**config.mk**
```make
export PLATFORM = sky130hd
export DESIGN_NAME = bus_decode
export DESIGN_NICKNAME = d
export VERILOG_FILES = /design/src/rtl/gb_pkg.sv /design/src/rtl/bus_decode.sv
export SDC_FILE = /design/constraint.sdc
export NUM_CORES = 1
export LEC_CHECK = 0
export BUFFER_PORTS_ARGS = -buffer_cell sky130_fd_sc_hd__buf_2
export CELL_PAD_IN_SITES_DETAIL_PLACEMENT = 0
export CELL_PAD_IN_SITES_GLOBAL_PLACEMENT = 2
export CORE_MARGIN = 2
export CORE_UTILIZATION = 25
export CTS_CLUSTER_DIAMETER = 30
export DETAILED_ROUTE_END_ITERATION = 6
export PLACE_DENSITY = 0.81
export SLEW_MARGIN = 20
export SYNTH_ARGS = -nofsm -noshare
export SYNTH_HDL_FRONTEND = slang
export SYNTH_SLANG_ARGS = --single-unit
export TNS_END_PERCENT = 5
```
**constraint.sdc**
```tcl
create_clock -name clk_cpu -period 3.7 [get_ports clk_cpu]
set_clock_uncertainty 0.05 [all_clocks]
set_input_delay 0.74 -clock clk_cpu [delete_from_list [all_inputs] [get_ports clk_cpu]]
set_output_delay 0.74 -clock clk_cpu [all_outputs]
set_load 0.005 [all_outputs]
```
**src/rtl/gb_pkg.sv**
```systemverilog
// handheld console i/o block
// shared memory map and types
`default_nettype none

package gb_pkg;

	// ------------------------------
	// bus widths
	localparam int ADDR_W  = 16;
	localparam int DATA_W  = 8;
	localparam int IRQ_N   = 5;    // vblank, lcd, timer, serial, joypad
	localparam int WRAM_AW = 15;   // 8 banks of 4k
	localparam int ZP_AW   = 7;    // ff80..fffe

	// ------------------------------
	// register map
	localparam logic [ADDR_W-1:0] ADDR_JOYP = 16'hff00;
	localparam logic [ADDR_W-1:0] ADDR_DIV  = 16'hff04;
	localparam logic [ADDR_W-1:0] ADDR_TIMA = 16'hff05;
	localparam logic [ADDR_W-1:0] ADDR_TMA  = 16'hff06;
	localparam logic [ADDR_W-1:0] ADDR_TAC  = 16'hff07;
	localparam logic [ADDR_W-1:0] ADDR_IF   = 16'hff0f;
	localparam logic [ADDR_W-1:0] ADDR_IE   = 16'hffff;
	localparam logic [ADDR_W-1:0] ADDR_SVBK = 16'hff70;  // gbc only
	localparam logic [ADDR_W-1:0] ZP_BASE   = 16'hff80;

	// ------------------------------
	// interrupts
	localparam logic [DATA_W-1:0] IRQ_VEC_BASE = 8'h40;  // source n at base + 8n
	localparam logic [DATA_W-1:0] IRQ_VEC_NONE = 8'h55;

	localparam int IRQ_VBLANK = 0;
	localparam int IRQ_LCD    = 1;
	localparam int IRQ_TIMER  = 2;
	localparam int IRQ_SERIAL = 3;
	localparam int IRQ_JOYPAD = 4;

	typedef enum logic {IRQ_IDLE, IRQ_ACK} irq_state_t;

	// read source picked by the decoder
	typedef enum logic [2:0] {
		SEL_NONE, SEL_JOYP, SEL_TIMER, SEL_IF, SEL_IE, SEL_WRAM, SEL_ZP, SEL_SVBK
	} reg_sel_t;

	// div bit watched by tima, indexed by tac[1:0]
	localparam int unsigned TAC_TAP [4] = '{9, 3, 5, 7};

endpackage

`default_nettype wire

```
**src/rtl/bus_decode.sv**
```systemverilog
// address decoder and read mux
`timescale 1ns/1ps
`default_nettype none

module bus_decode import gb_pkg::*; (
	input  wire              clk_cpu,
	input  wire              reset,
	input  wire              is_gbc,
	input  wire [ADDR_W-1:0] cpu_addr,
	input  wire              cpu_wr,
	input  wire              cpu_rd,
	input  wire [DATA_W-1:0] joyp_data,
	input  wire [DATA_W-1:0] timer_data,
	input  wire [DATA_W-1:0] if_data,
	input  wire [DATA_W-1:0] ie_data,
	input  wire [DATA_W-1:0] wram_data,
	input  wire [DATA_W-1:0] zp_data,
	input  wire [DATA_W-1:0] svbk_data,
	output logic             joyp_we,
	output logic             timer_we,
	output logic [1:0]       timer_idx,
	output logic             if_we,
	output logic             ie_we,
	output logic             svbk_we,
	output logic             wram_we,
	output logic             zp_we,
	output logic [DATA_W-1:0] cpu_rdata
);

	reg_sel_t sel, sel_q;
	logic rd_q;                          // read data valid this cycle
	logic [DATA_W-1:0] reg_val, reg_q, rd_mux, hold_q;

	// ------------------------------
	// one compare per region, order matters
	always_comb begin
		sel = SEL_NONE;  // unmapped
		if (cpu_addr == ADDR_JOYP)
			sel = SEL_JOYP;
		else if (cpu_addr[ADDR_W-1:2] == ADDR_DIV[ADDR_W-1:2])
			sel = SEL_TIMER;             // ff04..ff07
		else if (cpu_addr == ADDR_IF)
			sel = SEL_IF;
		else if (cpu_addr == ADDR_IE)
			sel = SEL_IE;                // before zp, ffff sits in its window
		else if (cpu_addr == ADDR_SVBK && is_gbc)
			sel = SEL_SVBK;
		else if (cpu_addr[ADDR_W-1:ZP_AW] == ZP_BASE[ADDR_W-1:ZP_AW])
			sel = SEL_ZP;
		else if (cpu_addr[15:14] == 2'b11 && cpu_addr[15:9] != 7'h7f)
			sel = SEL_WRAM;              // c000..fdff incl. echo
	end

	assign timer_idx = cpu_addr[1:0];
	assign joyp_we   = cpu_wr && (sel == SEL_JOYP);
	assign timer_we  = cpu_wr && (sel == SEL_TIMER);
	assign if_we     = cpu_wr && (sel == SEL_IF);
	assign ie_we     = cpu_wr && (sel == SEL_IE);
	assign svbk_we   = cpu_wr && (sel == SEL_SVBK);  // gbc gate already in sel
	assign wram_we   = cpu_wr && (sel == SEL_WRAM);
	assign zp_we     = cpu_wr && (sel == SEL_ZP);

	// register sources sampled at the strobe
	always_comb begin
		case (sel)
			SEL_JOYP:  reg_val = joyp_data;
			SEL_TIMER: reg_val = timer_data;
			SEL_IF:    reg_val = if_data;
			SEL_IE:    reg_val = ie_data;
			SEL_SVBK:  reg_val = svbk_data;
			default:   reg_val = 8'hff;
		endcase
	end

	// rams answer one cycle late, same as reg_q
	always_comb begin
		case (sel_q)
			SEL_WRAM: rd_mux = wram_data;
			SEL_ZP:   rd_mux = zp_data;
			default:  rd_mux = reg_q;
		endcase
	end

	always_ff @(posedge clk_cpu) begin
		if (cpu_rd)
			reg_q <= reg_val;
	end

	always_ff @(posedge clk_cpu) begin
		if (reset) begin
			sel_q  <= SEL_NONE;
			rd_q   <= 1'b0;
			hold_q <= 8'hff;
		end else begin
			rd_q <= cpu_rd;
			if (cpu_rd)
				sel_q <= sel;
			if (rd_q)
				hold_q <= rd_mux;  // keep value once ram output moves on
		end
	end

	assign cpu_rdata = rd_q ? rd_mux : hold_q;

endmodule

`default_nettype wire

```
Word-level counts from Yosys, hierarchy flattened
Index checks and enable logic that the tools add are counted.

word-level totals
  bits in registers = 20
  output and inout bits = 17
  word-level logic and storage cells = 40

cells by class
  equal/unequal tests = 17
  mux-type cells = 10
  reductions and logical operators = 9

operators by type and width
  kind                                                              count
  16-bit == test (second input constant)                            4
  8-bit case mux with 5 select lines                                1
  3-bit two-way mux                                                 7
  3-bit == test (second input constant)                             6
  8-bit case mux with 2 select lines                                1
  14-bit == test (second input constant)                            1
  9-bit == test (second input constant)                             1
  1-bit logical AND                                                 9
  8-bit two-way mux                                                 1
  7-bit != test (second input constant)                             1
  3-bit by 2-bit == test with 1-bit output (second input constant)  2
  3-bit by 1-bit == test with 1-bit output (second input constant)  1
  2-bit == test (second input constant)                             1

Logic depth before layout (Yosys ltp)
Gate-level depths: netlist of the first run.

  word-level depth = 11
  depth in mapped cells = 6
  mapped depth without buffers = 5

Worst setup path after synthesis of the first run
No wires, ideal clock.

  kind = input to output
  start point = input port cpu_addr[1]
  end point = output port zp_we
  data arrival time = 2.047 ns
  slack = 0.863 ns
  stages = 5
  path buffers = 0
  cell sequence = or4_4 o21bai_2 a21o_1 nand4_2 nor4bb_2

on the way
  word-level cells in the longest chain between the ends = 9
  elaborated cells on any way between the ends = 12

RTL lines
  item                   RTL line          RTL
  from (decl)            bus_decode.sv:9   input wire [ADDR_W-1:0] cpu_addr,
  16-bit == test         bus_decode.sv:46  else if (cpu_addr == ADDR_SVBK && is_gbc)
  1-bit logical AND      bus_decode.sv:46
  3-bit two-way mux      bus_decode.sv:46
  3-bit two-way mux      bus_decode.sv:44  else if (cpu_addr == ADDR_IE)
  3-bit two-way mux      bus_decode.sv:42  else if (cpu_addr == ADDR_IF)
  3-bit two-way mux      bus_decode.sv:40  else if (cpu_addr[ADDR_W-1:2] == ADDR_DIV[ADDR_W-1:2])
  3-bit two-way mux (*)  bus_decode.sv:38  if (cpu_addr == ADDR_JOYP)
  3-bit == test (*)      bus_decode.sv:61  assign zp_we = cpu_wr && (sel == SEL_ZP);
  1-bit logical AND (*)  bus_decode.sv:61
  to (decl)              bus_decode.sv:26  output logic zp_we,

Mark *: on every way between the ends. The rest lies on a longest branch, timed or not.

Final worst setup path of the first run
Ends and elaborated chain as after synthesis.

==> run metrics, run 1 <==
outcome finished clean; post_cts resized 0; GP Congestion 0.798; Slew Limit Fails 0; H-tree depth 1; Buffers on Ports 93; initial DRC count 103; CP required 2910 ps; Tightest Hold Check Type register to register; Post-synth EDFFs 8; Leak 0.982 nW; Fillers 697; Final #Nets 353; Syn Inst Count 186; vias in the first global route 1,685; Initial Util 25.8%; Core Util, Final 35.0%; CTS Hold Bufs 0; CTS tree yes; Yosys reg bits 20; kind of start point of the critical path input port; Final Hold Vio Count 0; Initial DRT Pass Iterations 5; gr ovfl total 0; via count 1,803; synth warn 0; floorplan row count 29; largest fanout on the critical path 5; actual slew at the worst max-slew pin 727 ps; Max Root-Sink Buffers 2; Final TNS setup 0 ps; WHS 572 ps; DRC errors left 0; P&R area growth vs syn 35.6%; Avg Cell Area, Syn 8.77 um2; max cap viols 0; hpwl dp 4060 um; Die X 84.8 um; core area 6310 um2; drt wl/cell 14.4 um; fmax 317 MHz; Post-Syn Area 1630 um2; first-pass GRT wire length 7940 um; I/O pin cnt 94; Critical Setup Path Class input port to primary output; Post-Syn Nets 263; unrepaired setup endpoints after global routing no; initial antenna violation count 0; synth unique cells 43; clock sink count 20; final wirelength 5060 um; Peak VDD IR 0.119 mV; Post CTS Setup Buffer Count 0; Tot Pwr 0.000512 W; CP arrival 2370 ps; Routed Antenna Nets 0; largest net degree at the start of global routing 26; DR vias/cell 5.12; GRT Util Overall 13.5%; CTS clock-pin slew for the worst setup and hold paths 70 ps; die height 84.8 um; ANT cells 0; number of setup violations in the final report 0; Die ar. 7190 um2; top_reg_cell synth dfxtp_1; Rel. slew slack 51.5%; FFs w/ async S/R, synth 0%; final period utilization 85.3%; Power Dens Cells 231 nW/um2; CTS buffer count 3; Seq/Total Area, Yosys 29.4%; layout cells sized above 1 44.4%; Worst-Skew Late Latency 260 ps; placed cells 348; crit path time final 3160 ps; Non-Filler Instances 352; Worst setup EP type primary output; Root Driver clkbuf_8
==> cell usage in the layout, fill, tap and decap left out, drive strengths merged, types with 3 or more instances in the layout <==
cell type	n
inv	17
and2	5
a222oi	8
nor2b	10
nor3	4
nor2	10
nand3	5
o21ai	9
clkbuf	4
nand2b	3
dfxtp	12
edfxtp	8
mux2i	8
a31oi	8
nor3b	9
a22oi	8
and3	4
nor4	3
or2	8
buf	98
nand4	4
o2111ai	6
o221ai	8
==> synthesized netlist by cell type, drive strengths merged (3+ instances only) <==
cell type	number	area, um2
nor3b	9	72.6
and2	5	31.3
nor4	3	55.1
a31oi	8	50.1
and3	4	25.0
a22oi	8	60.1
nand4	4	31.3
edfxtp	8	240
a222oi	8	80.1
o21ai	9	45.0
nor2b	10	62.6
buf	4	30.0
dfxtp	12	240
clkbuf	9	33.8
mux2i	8	80.1
inv	17	63.8
nor2	10	37.5
nor3	4	41.3
or2	8	50.1
o2111ai	6	52.6
nand2b	3	18.8
nand3	5	25.0
o221ai	8	70.1
==> cells by family (layout without fill, tap and decap cells) <==
family | Yosys count | after routing | share of synthesized area, %
simple gates | 72 | 72 | 31.3
compound gates | 56 | 56 | 26.5
buf+inv | 30 | 119 | 7.82
flops | 20 | 20 | 29.4
mux | 8 | 8 | 4.91
==> sequential cells by signal (all words and copies together), names as in the netlist <==
register  count
hold_q        8
rd_q          1
sel_q         3
reg_q         8
==> path summary, 6_finish.rpt <==
check | start | endpoint | slack [ps] | cells past startpoint
worst max-delay path | cpu_addr[1] | zp_we | 540 | 7
worst min-delay path | hold_q[2] | hold_q[2] | 570 | 3
worst max register to register | sel_q[2] | hold_q[0] | 1820 | 5
worst min register to register | hold_q[2] | hold_q[2] | 570 | 3
==> per-layer routing <==
layer / GRT usage, % / vias up / routed length (um) / share of wire [%]
li1: - / 900 / - / -
met1: 18.4 / 817 / 2320 / 46
met2: 22.4 / 84 / 2310 / 46
met3: 2.56 / 2 / 405 / 8.0
met4: 2.89 / 0 / 27 / 0.53
met5: 0 / - / 0 / 0
==> per-stage QoR <==
stage | cell area (um2) | setup WS, ps
floorplan | 1630 | 863
global placement | 2170 | 563
detailed placement | 2170 | 551
CTS | 2210 | 532
global route | 2210 | 465
finish | 2210 | 542
==> where the power goes <==
part / internal, W / leakage (nW) / total (W) / switching [W]
clock: 0.0000765 / 0.0228 / 0.000147 / 0.0000703
combinational: 0.0000608 / 0.780 / 0.000112 / 0.0000507
sequential: 0.000241 / 0.180 / 0.000254 / 0.0000129
total: 0.000378 / 0.982 / 0.000512 / 0.000134
==> critical path: stages <==
cell and delay (ps):
buf_2 130, or4_4 570, o21bai_2 180, a21o_1 170
nand4_2 150, nor4bb_2 270, buf_2 150
==> cell type report <==
class,count,area [um2],area share [%]
Multi-Input combinational cell,136,1020,46.3
Clock buffer,4,45.0,2.04
Sequential cell,20,480,21.7
Inverter,17,63.8,2.88
Tap cell,77,96.3,4.36
Timing Repair Buffer,98,503,22.7
Note: power is estimated with default switching activity, not from simulation.
==> run 2: changes to the inputs <==
Settings changed: CORE_ASPECT_RATIO from default to 1.1, CORE_UTILIZATION 25 to 26, CTS_BUF_LIST from default to sky130_fd_sc_hd__clkbuf_8, PLACE_DENSITY 0.81 to 0.84.
==> run metrics, run 2 (synthesis results as in run 1) <==
placed instance area 2160 um2 (-0.17%); number of setup violations in the final report 0 (unchanged); hpwl dp 3870 um (-4.7%); GRT Util Overall 14.1% (+0.51 points); Worst-Skew Late Latency 250 ps (about the same); final wirelength 4900 um (-3.1%); Slew Limit Fails 0 (unchanged); CTS Hold Bufs 0 (unchanged); max cap viols 0 (unchanged); largest fanout on the critical path 5 (unchanged); post_cts resized 0 (unchanged); Leak 0.981 nW (-0.13%); Peak VDD IR 0.107 mV (-10%); P&R area growth vs syn 35.4%; Fillers 661 (-5.2%); core area 6120 um2 (-3.1%); Initial Util 26.7% (+0.82 points); DR vias/cell 4.96 (-3.2%); CTS buffer count 3 (unchanged); first-pass GRT wire length 7780 um (-2.1%); GP Congestion 0.797 (-0.15%); Critical Setup Path Class input port to primary output; cell area after layout 2210 um2 (-0.17%); crit path time final 3160 ps (+5.41 ps); fmax 316 MHz (-0.17%); gr ovfl total 0 (unchanged); layout cells sized above 1 44.2% (-0.20 points); CTS clock-pin slew for the worst setup and hold paths 70 ps (about the same); DRC errors left 0 (unchanged); Die ar. 6930 um2 (-3.7%); floorplan row count 30 (+3.4%); Buffers on Ports 93 (unchanged); worst r2r path cells 5 (unchanged); commonest non-fill, non-tap cells in the layout buf_2 (93), inv_1 (18), dfxtp_1 (12), nor2_1 (10), nor2b_1 (10); final period utilization 85.5% (+0.15 points); ANT cells 0 (unchanged); Largest regs hold_q: 8 flops, reg_q: 8 flops, sel_q: 3 flops; Final TNS setup 0 ps (unchanged); Initial DRT Pass Iterations 4 (-1); die height 87.1 um (+2.7%); CP arrival 2370 ps (about the same); Final Hold Vio Count 0 (unchanged); outcome finished clean; reg2reg setup slack 1780 ps (-40 ps); Post CTS Setup Buffer Count 0 (unchanged); Tightest Hold Check Type register to register; Die X 79.5 um (-6.2%); CP required 2910 ps (about the same); Worst setup EP type primary output; H-tree depth 1 (unchanged); Power Dens Cells 230 nW/um2 (-0.71%); Max Root-Sink Buffers 2 (unchanged); vias in the first global route 1,621 (-3.8%); initial DRC count 136 (+32%); clock sink count 20 (unchanged); actual slew at the worst max-slew pin 936 ps (+209 ps); CTS tree yes; Hold Path Depth 3 (unchanged); Rel. slew slack 37.5% (-14 points); kind of start point of the critical path input port; I/O pin cnt 94 (unchanged); unrepaired setup endpoints after global routing no; via count 1,755 (-2.7%); initial antenna violation count 0 (unchanged); Routed Antenna Nets 0 (unchanged); largest net degree at the start of global routing 34 (+31%); Root Driver clkbuf_8; Final #Nets 352 (-0.28%); drt wl/cell 13.8 um (-3.6%); most common cell after layout, fill and taps aside buf_2
## run 2: cell types whose count changed in the layout (fill, tap and decap cells not counted), sizes merged
cell,before,now
inv,17,18
buf,98,97
clkbuf,4,3
## run 2: path summary, 6_finish.rpt
| path | start | endpoint |
|---|---|---|
| setup / recovery | cpu_addr[1] | zp_we |
| hold reg to reg | hold_q[7] | hold_q[7] |
| setup reg to reg | sel_q[1] | hold_q[2] |
| hold / removal | hold_q[7] | hold_q[7] |
## run 2: layer usage
| metal | vias up | GRT usage [%] | wire length (um) |
|---|---|---|---|
| li1 | 898 | - | - |
| met1 | 775 | 19.0 | 2290 |
| met2 | 80 | 22.6 | 2130 |
| met3 | 2 | 3.11 | 447 |
| met4 | 0 | 3.76 | 34 |
| met5 | - | 0 | 0 |
## run 2: stage by stage
stage          power [W]  worst slack, ps  instances  util, %  hold WS (ps)
2_1_floorplan   0.000303              863        186        -           589
3_3_place_gp    0.000368              563        350     35.4           558
3_5_place_dp    0.000370              521        350     35.4           555
4_1_cts         0.000516              521        354     36.1           577
5_1_grt         0.000541              454        354     36.1           607
6_report        0.000507              537        354     36.1           574
## run 2: cell type report
| type | count | area [um2] | area share, % |
|---|---|---|---|
| multi-input cells | 136 | 1020 | 46.3 |
| repair buffers | 97 | 495 | 22.4 |
| flip-flops and latches | 20 | 480 | 21.8 |
| well taps | 80 | 100 | 4.53 |
| inverters | 17 | 63.8 | 2.89 |
| clock buffers | 3 | 41.3 | 1.87 |
| clock inverters | 1 | 3.75 | 0.170 |
## run 2: power by group
part / total, W / leakage, nW / internal, W / switching, W
Sequential: 0.000254 / 0.180 / 0.000241 / 0.0000133
Combinational: 0.000110 / 0.774 / 0.0000608 / 0.0000493
Clock: 0.000143 / 0.0269 / 0.0000737 / 0.0000697
Total: 0.000507 / 0.981 / 0.000375 / 0.000132
## run 2: critical path: stages
cell	delay, ps
buf_2	120
or4_4	570
o21bai_2	200
a21o_1	170
nand4_2	150
nor4bb_2	270
buf_2	150
==> run 3: changes to the inputs <==
Settings changed: CORE_MARGIN 2 to 4, PLACE_DENSITY 0.84 to 0.86.
==> run metrics, run 3 (synthesis results as in run 1) <==
outcome finished clean; Hold Path Depth 3 (unchanged); Root Driver clkbuf_8; ANT cells 0 (unchanged); reg2reg setup slack 1750 ps (-30 ps); commonest non-fill, non-tap cells in the layout buf_2 (93), inv_1 (17), dfxtp_1 (12), nor2_1 (10), nor2b_1 (10); CTS Hold Bufs 0 (unchanged); Slew Limit Fails 0 (unchanged); P&R area growth vs syn 36.4%; final period utilization 85.9% (+0.43 points); CP arrival 2390 ps (+20 ps); Max stage delay on crit path 580 ps (about the same); net switching power 0.000133 W (+0.81%); crit path time final 3180 ps (+16.0 ps); GRT Util Overall 12.8% (-1.3 points); Peak VDD IR 0.0990 mV (-7.4%); Post CTS Setup Buffer Count 0 (unchanged); CP required 2910 ps (about the same); core area 6120 um2 (unchanged); Final #Nets 353 (+0.28%); CTS tree yes; clock group share of total power 31.2% (+2.9 points); unrepaired setup endpoints after global routing no; via count 1,759 (+0.23%); layout cells sized above 1 44.7% (+0.57 points); number of cells on the critical path 7 (unchanged); worst r2r path cells 5 (unchanged); CP Buf/Inv Count 2 (unchanged); Tightest Hold Check Type register to register; Final Hold Vio Count 0 (unchanged); largest net degree at the start of global routing 34 (unchanged); Sequential Power Share 47.9% (-2.2 points); Cell Int Power 0.000396 W (+5.6%); clock sink count 20 (unchanged); RR Startpoint sel_q[1]; DRC errors left 0 (unchanged); kind of start point of the critical path input port; Cell Chain, Critical Path buf_2 > or4_4 > o21bai_2 > a21o_1 > nand4_2 > nor4bb_2 > buf_2; Non-Filler Instances 355 (+0.28%); fmax 315 MHz (-0.50%); Leak 0.988 nW (+0.75%); Worst setup EP type primary output; Crit. Startpoint cpu_addr[1]; placed cells 351 (+0.29%); Critical Setup Path Class input port to primary output; CP max stage cell or4_4; Rel. slew slack 35.9% (-1.6 points); CTS buffer count 3 (unchanged); initial DRC count 107 (-21%); Final TNS setup 0 ps (unchanged); actual slew at the worst max-slew pin 960 ps (+24.0 ps); GP Congestion 0.750 (-5.9%); hpwl dp 4090 um (+5.7%); DR vias/cell 4.95 (about the same); gr ovfl total 0 (unchanged); H-tree depth 1 (unchanged); vias in the first global route 1,680 (+3.6%); largest fanout on the critical path 5 (unchanged); initial antenna violation count 0 (unchanged); Worst-Skew Late Latency 260 ps (about the same); max cap viols 0 (unchanged); post_cts resized 0 (unchanged); Max Root-Sink Buffers 2 (unchanged); Initial DRT Pass Iterations 5 (+1); final wirelength 5210 um (+6.3%); Die ar. 7610 um2 (+9.9%); Crit path max-delay family simple AND/OR/NAND/NOR gates; Sw Ratio 25.2% (-0.88 points); CTS clock-pin slew for the worst setup and hold paths 70 ps (about the same); Fillers 661 (unchanged); Reg2Reg Capture Point hold_q[0]; Die X 83.5 um (+5.0%); most common cell after layout, fill and taps aside buf_2; Power Dens Cells 238 nW/um2 (+3.5%); crit path to zp_we; I/O pin cnt 94 (unchanged); most used cell, CP buf_2; combinational share of power 20.9% (-0.8 points); Initial Util 26.7% (unchanged); first-pass GRT wire length 7990 um (+2.8%); Buffers on Ports 93 (unchanged); die height 91.1 um (+4.6%); Largest regs hold_q: 8 flops, reg_q: 8 flops, sel_q: 3 flops; floorplan row count 30 (unchanged); drt wl/cell 14.7 um (+6.0%); Routed Antenna Nets 0 (unchanged); number of setup violations in the final report 0 (unchanged)
-- run 3: area by class of cell --
class	instances	area (um2)	share of cell area [%]
Clock buffer	4	55.1	2.47
Inverter	17	63.8	2.87
Multi-Input combinational cell	136	1020	46.0
Sequential cell	20	480	21.6
Tap cell	80	100	4.50
Timing Repair Buffer	98	503	22.6
-- run 3: how the worst min path moves through the flow --
stage	from	endpoint
2_1_floorplan	hold_q[0]	hold_q[0]
3_3_place_gp	hold_q[6]	hold_q[6]
3_5_place_dp	hold_q[4]	hold_q[4]
4_1_cts	hold_q[4]	hold_q[4]
5_1_grt	hold_q[4]	hold_q[4]
6_report	hold_q[6]	hold_q[6]
-- run 3: through the flow --
step,power [W],utilization [%],cell area (um2),setup WS (ps),hold WS [ps]
after global placement,0.000369,35.5,2170,559,552
after detailed placement,0.000370,35.5,2170,542,555
after CTS,0.000537,36.4,2230,539,581
after global routing,0.000563,36.4,2230,415,640
final,0.000529,36.4,2230,521,580
after floorplan,0.000303,-,1630,863,589
-- run 3: per-layer routing --
layer	routed length [um]	share of wire, %	global-route usage, %	up-vias
met1	2350	45	16.3	789
met5	0	0	0	-
met2	2410	46	21.1	62
met4	45	0.86	3.75	0
met3	403	7.7	3.63	6
li1	-	-	-	902
-- run 3: tightest hold or removal path, stage by stage, from the launching register on --
cell and delay (ps):
dfxtp_1 310, inv_1 30, mux2i_1 140, or2_2 120
-- run 3: power by group through the flow --
stage               Sequential [W]  Clock (W)  Combinational, W
finish                    0.000254   0.000165          0.000111
global placement          0.000258          0          0.000111
floorplan                 0.000251          0         0.0000527
global route              0.000255   0.000183          0.000124
CTS                       0.000253   0.000171          0.000112
detailed placement        0.000259          0          0.000112
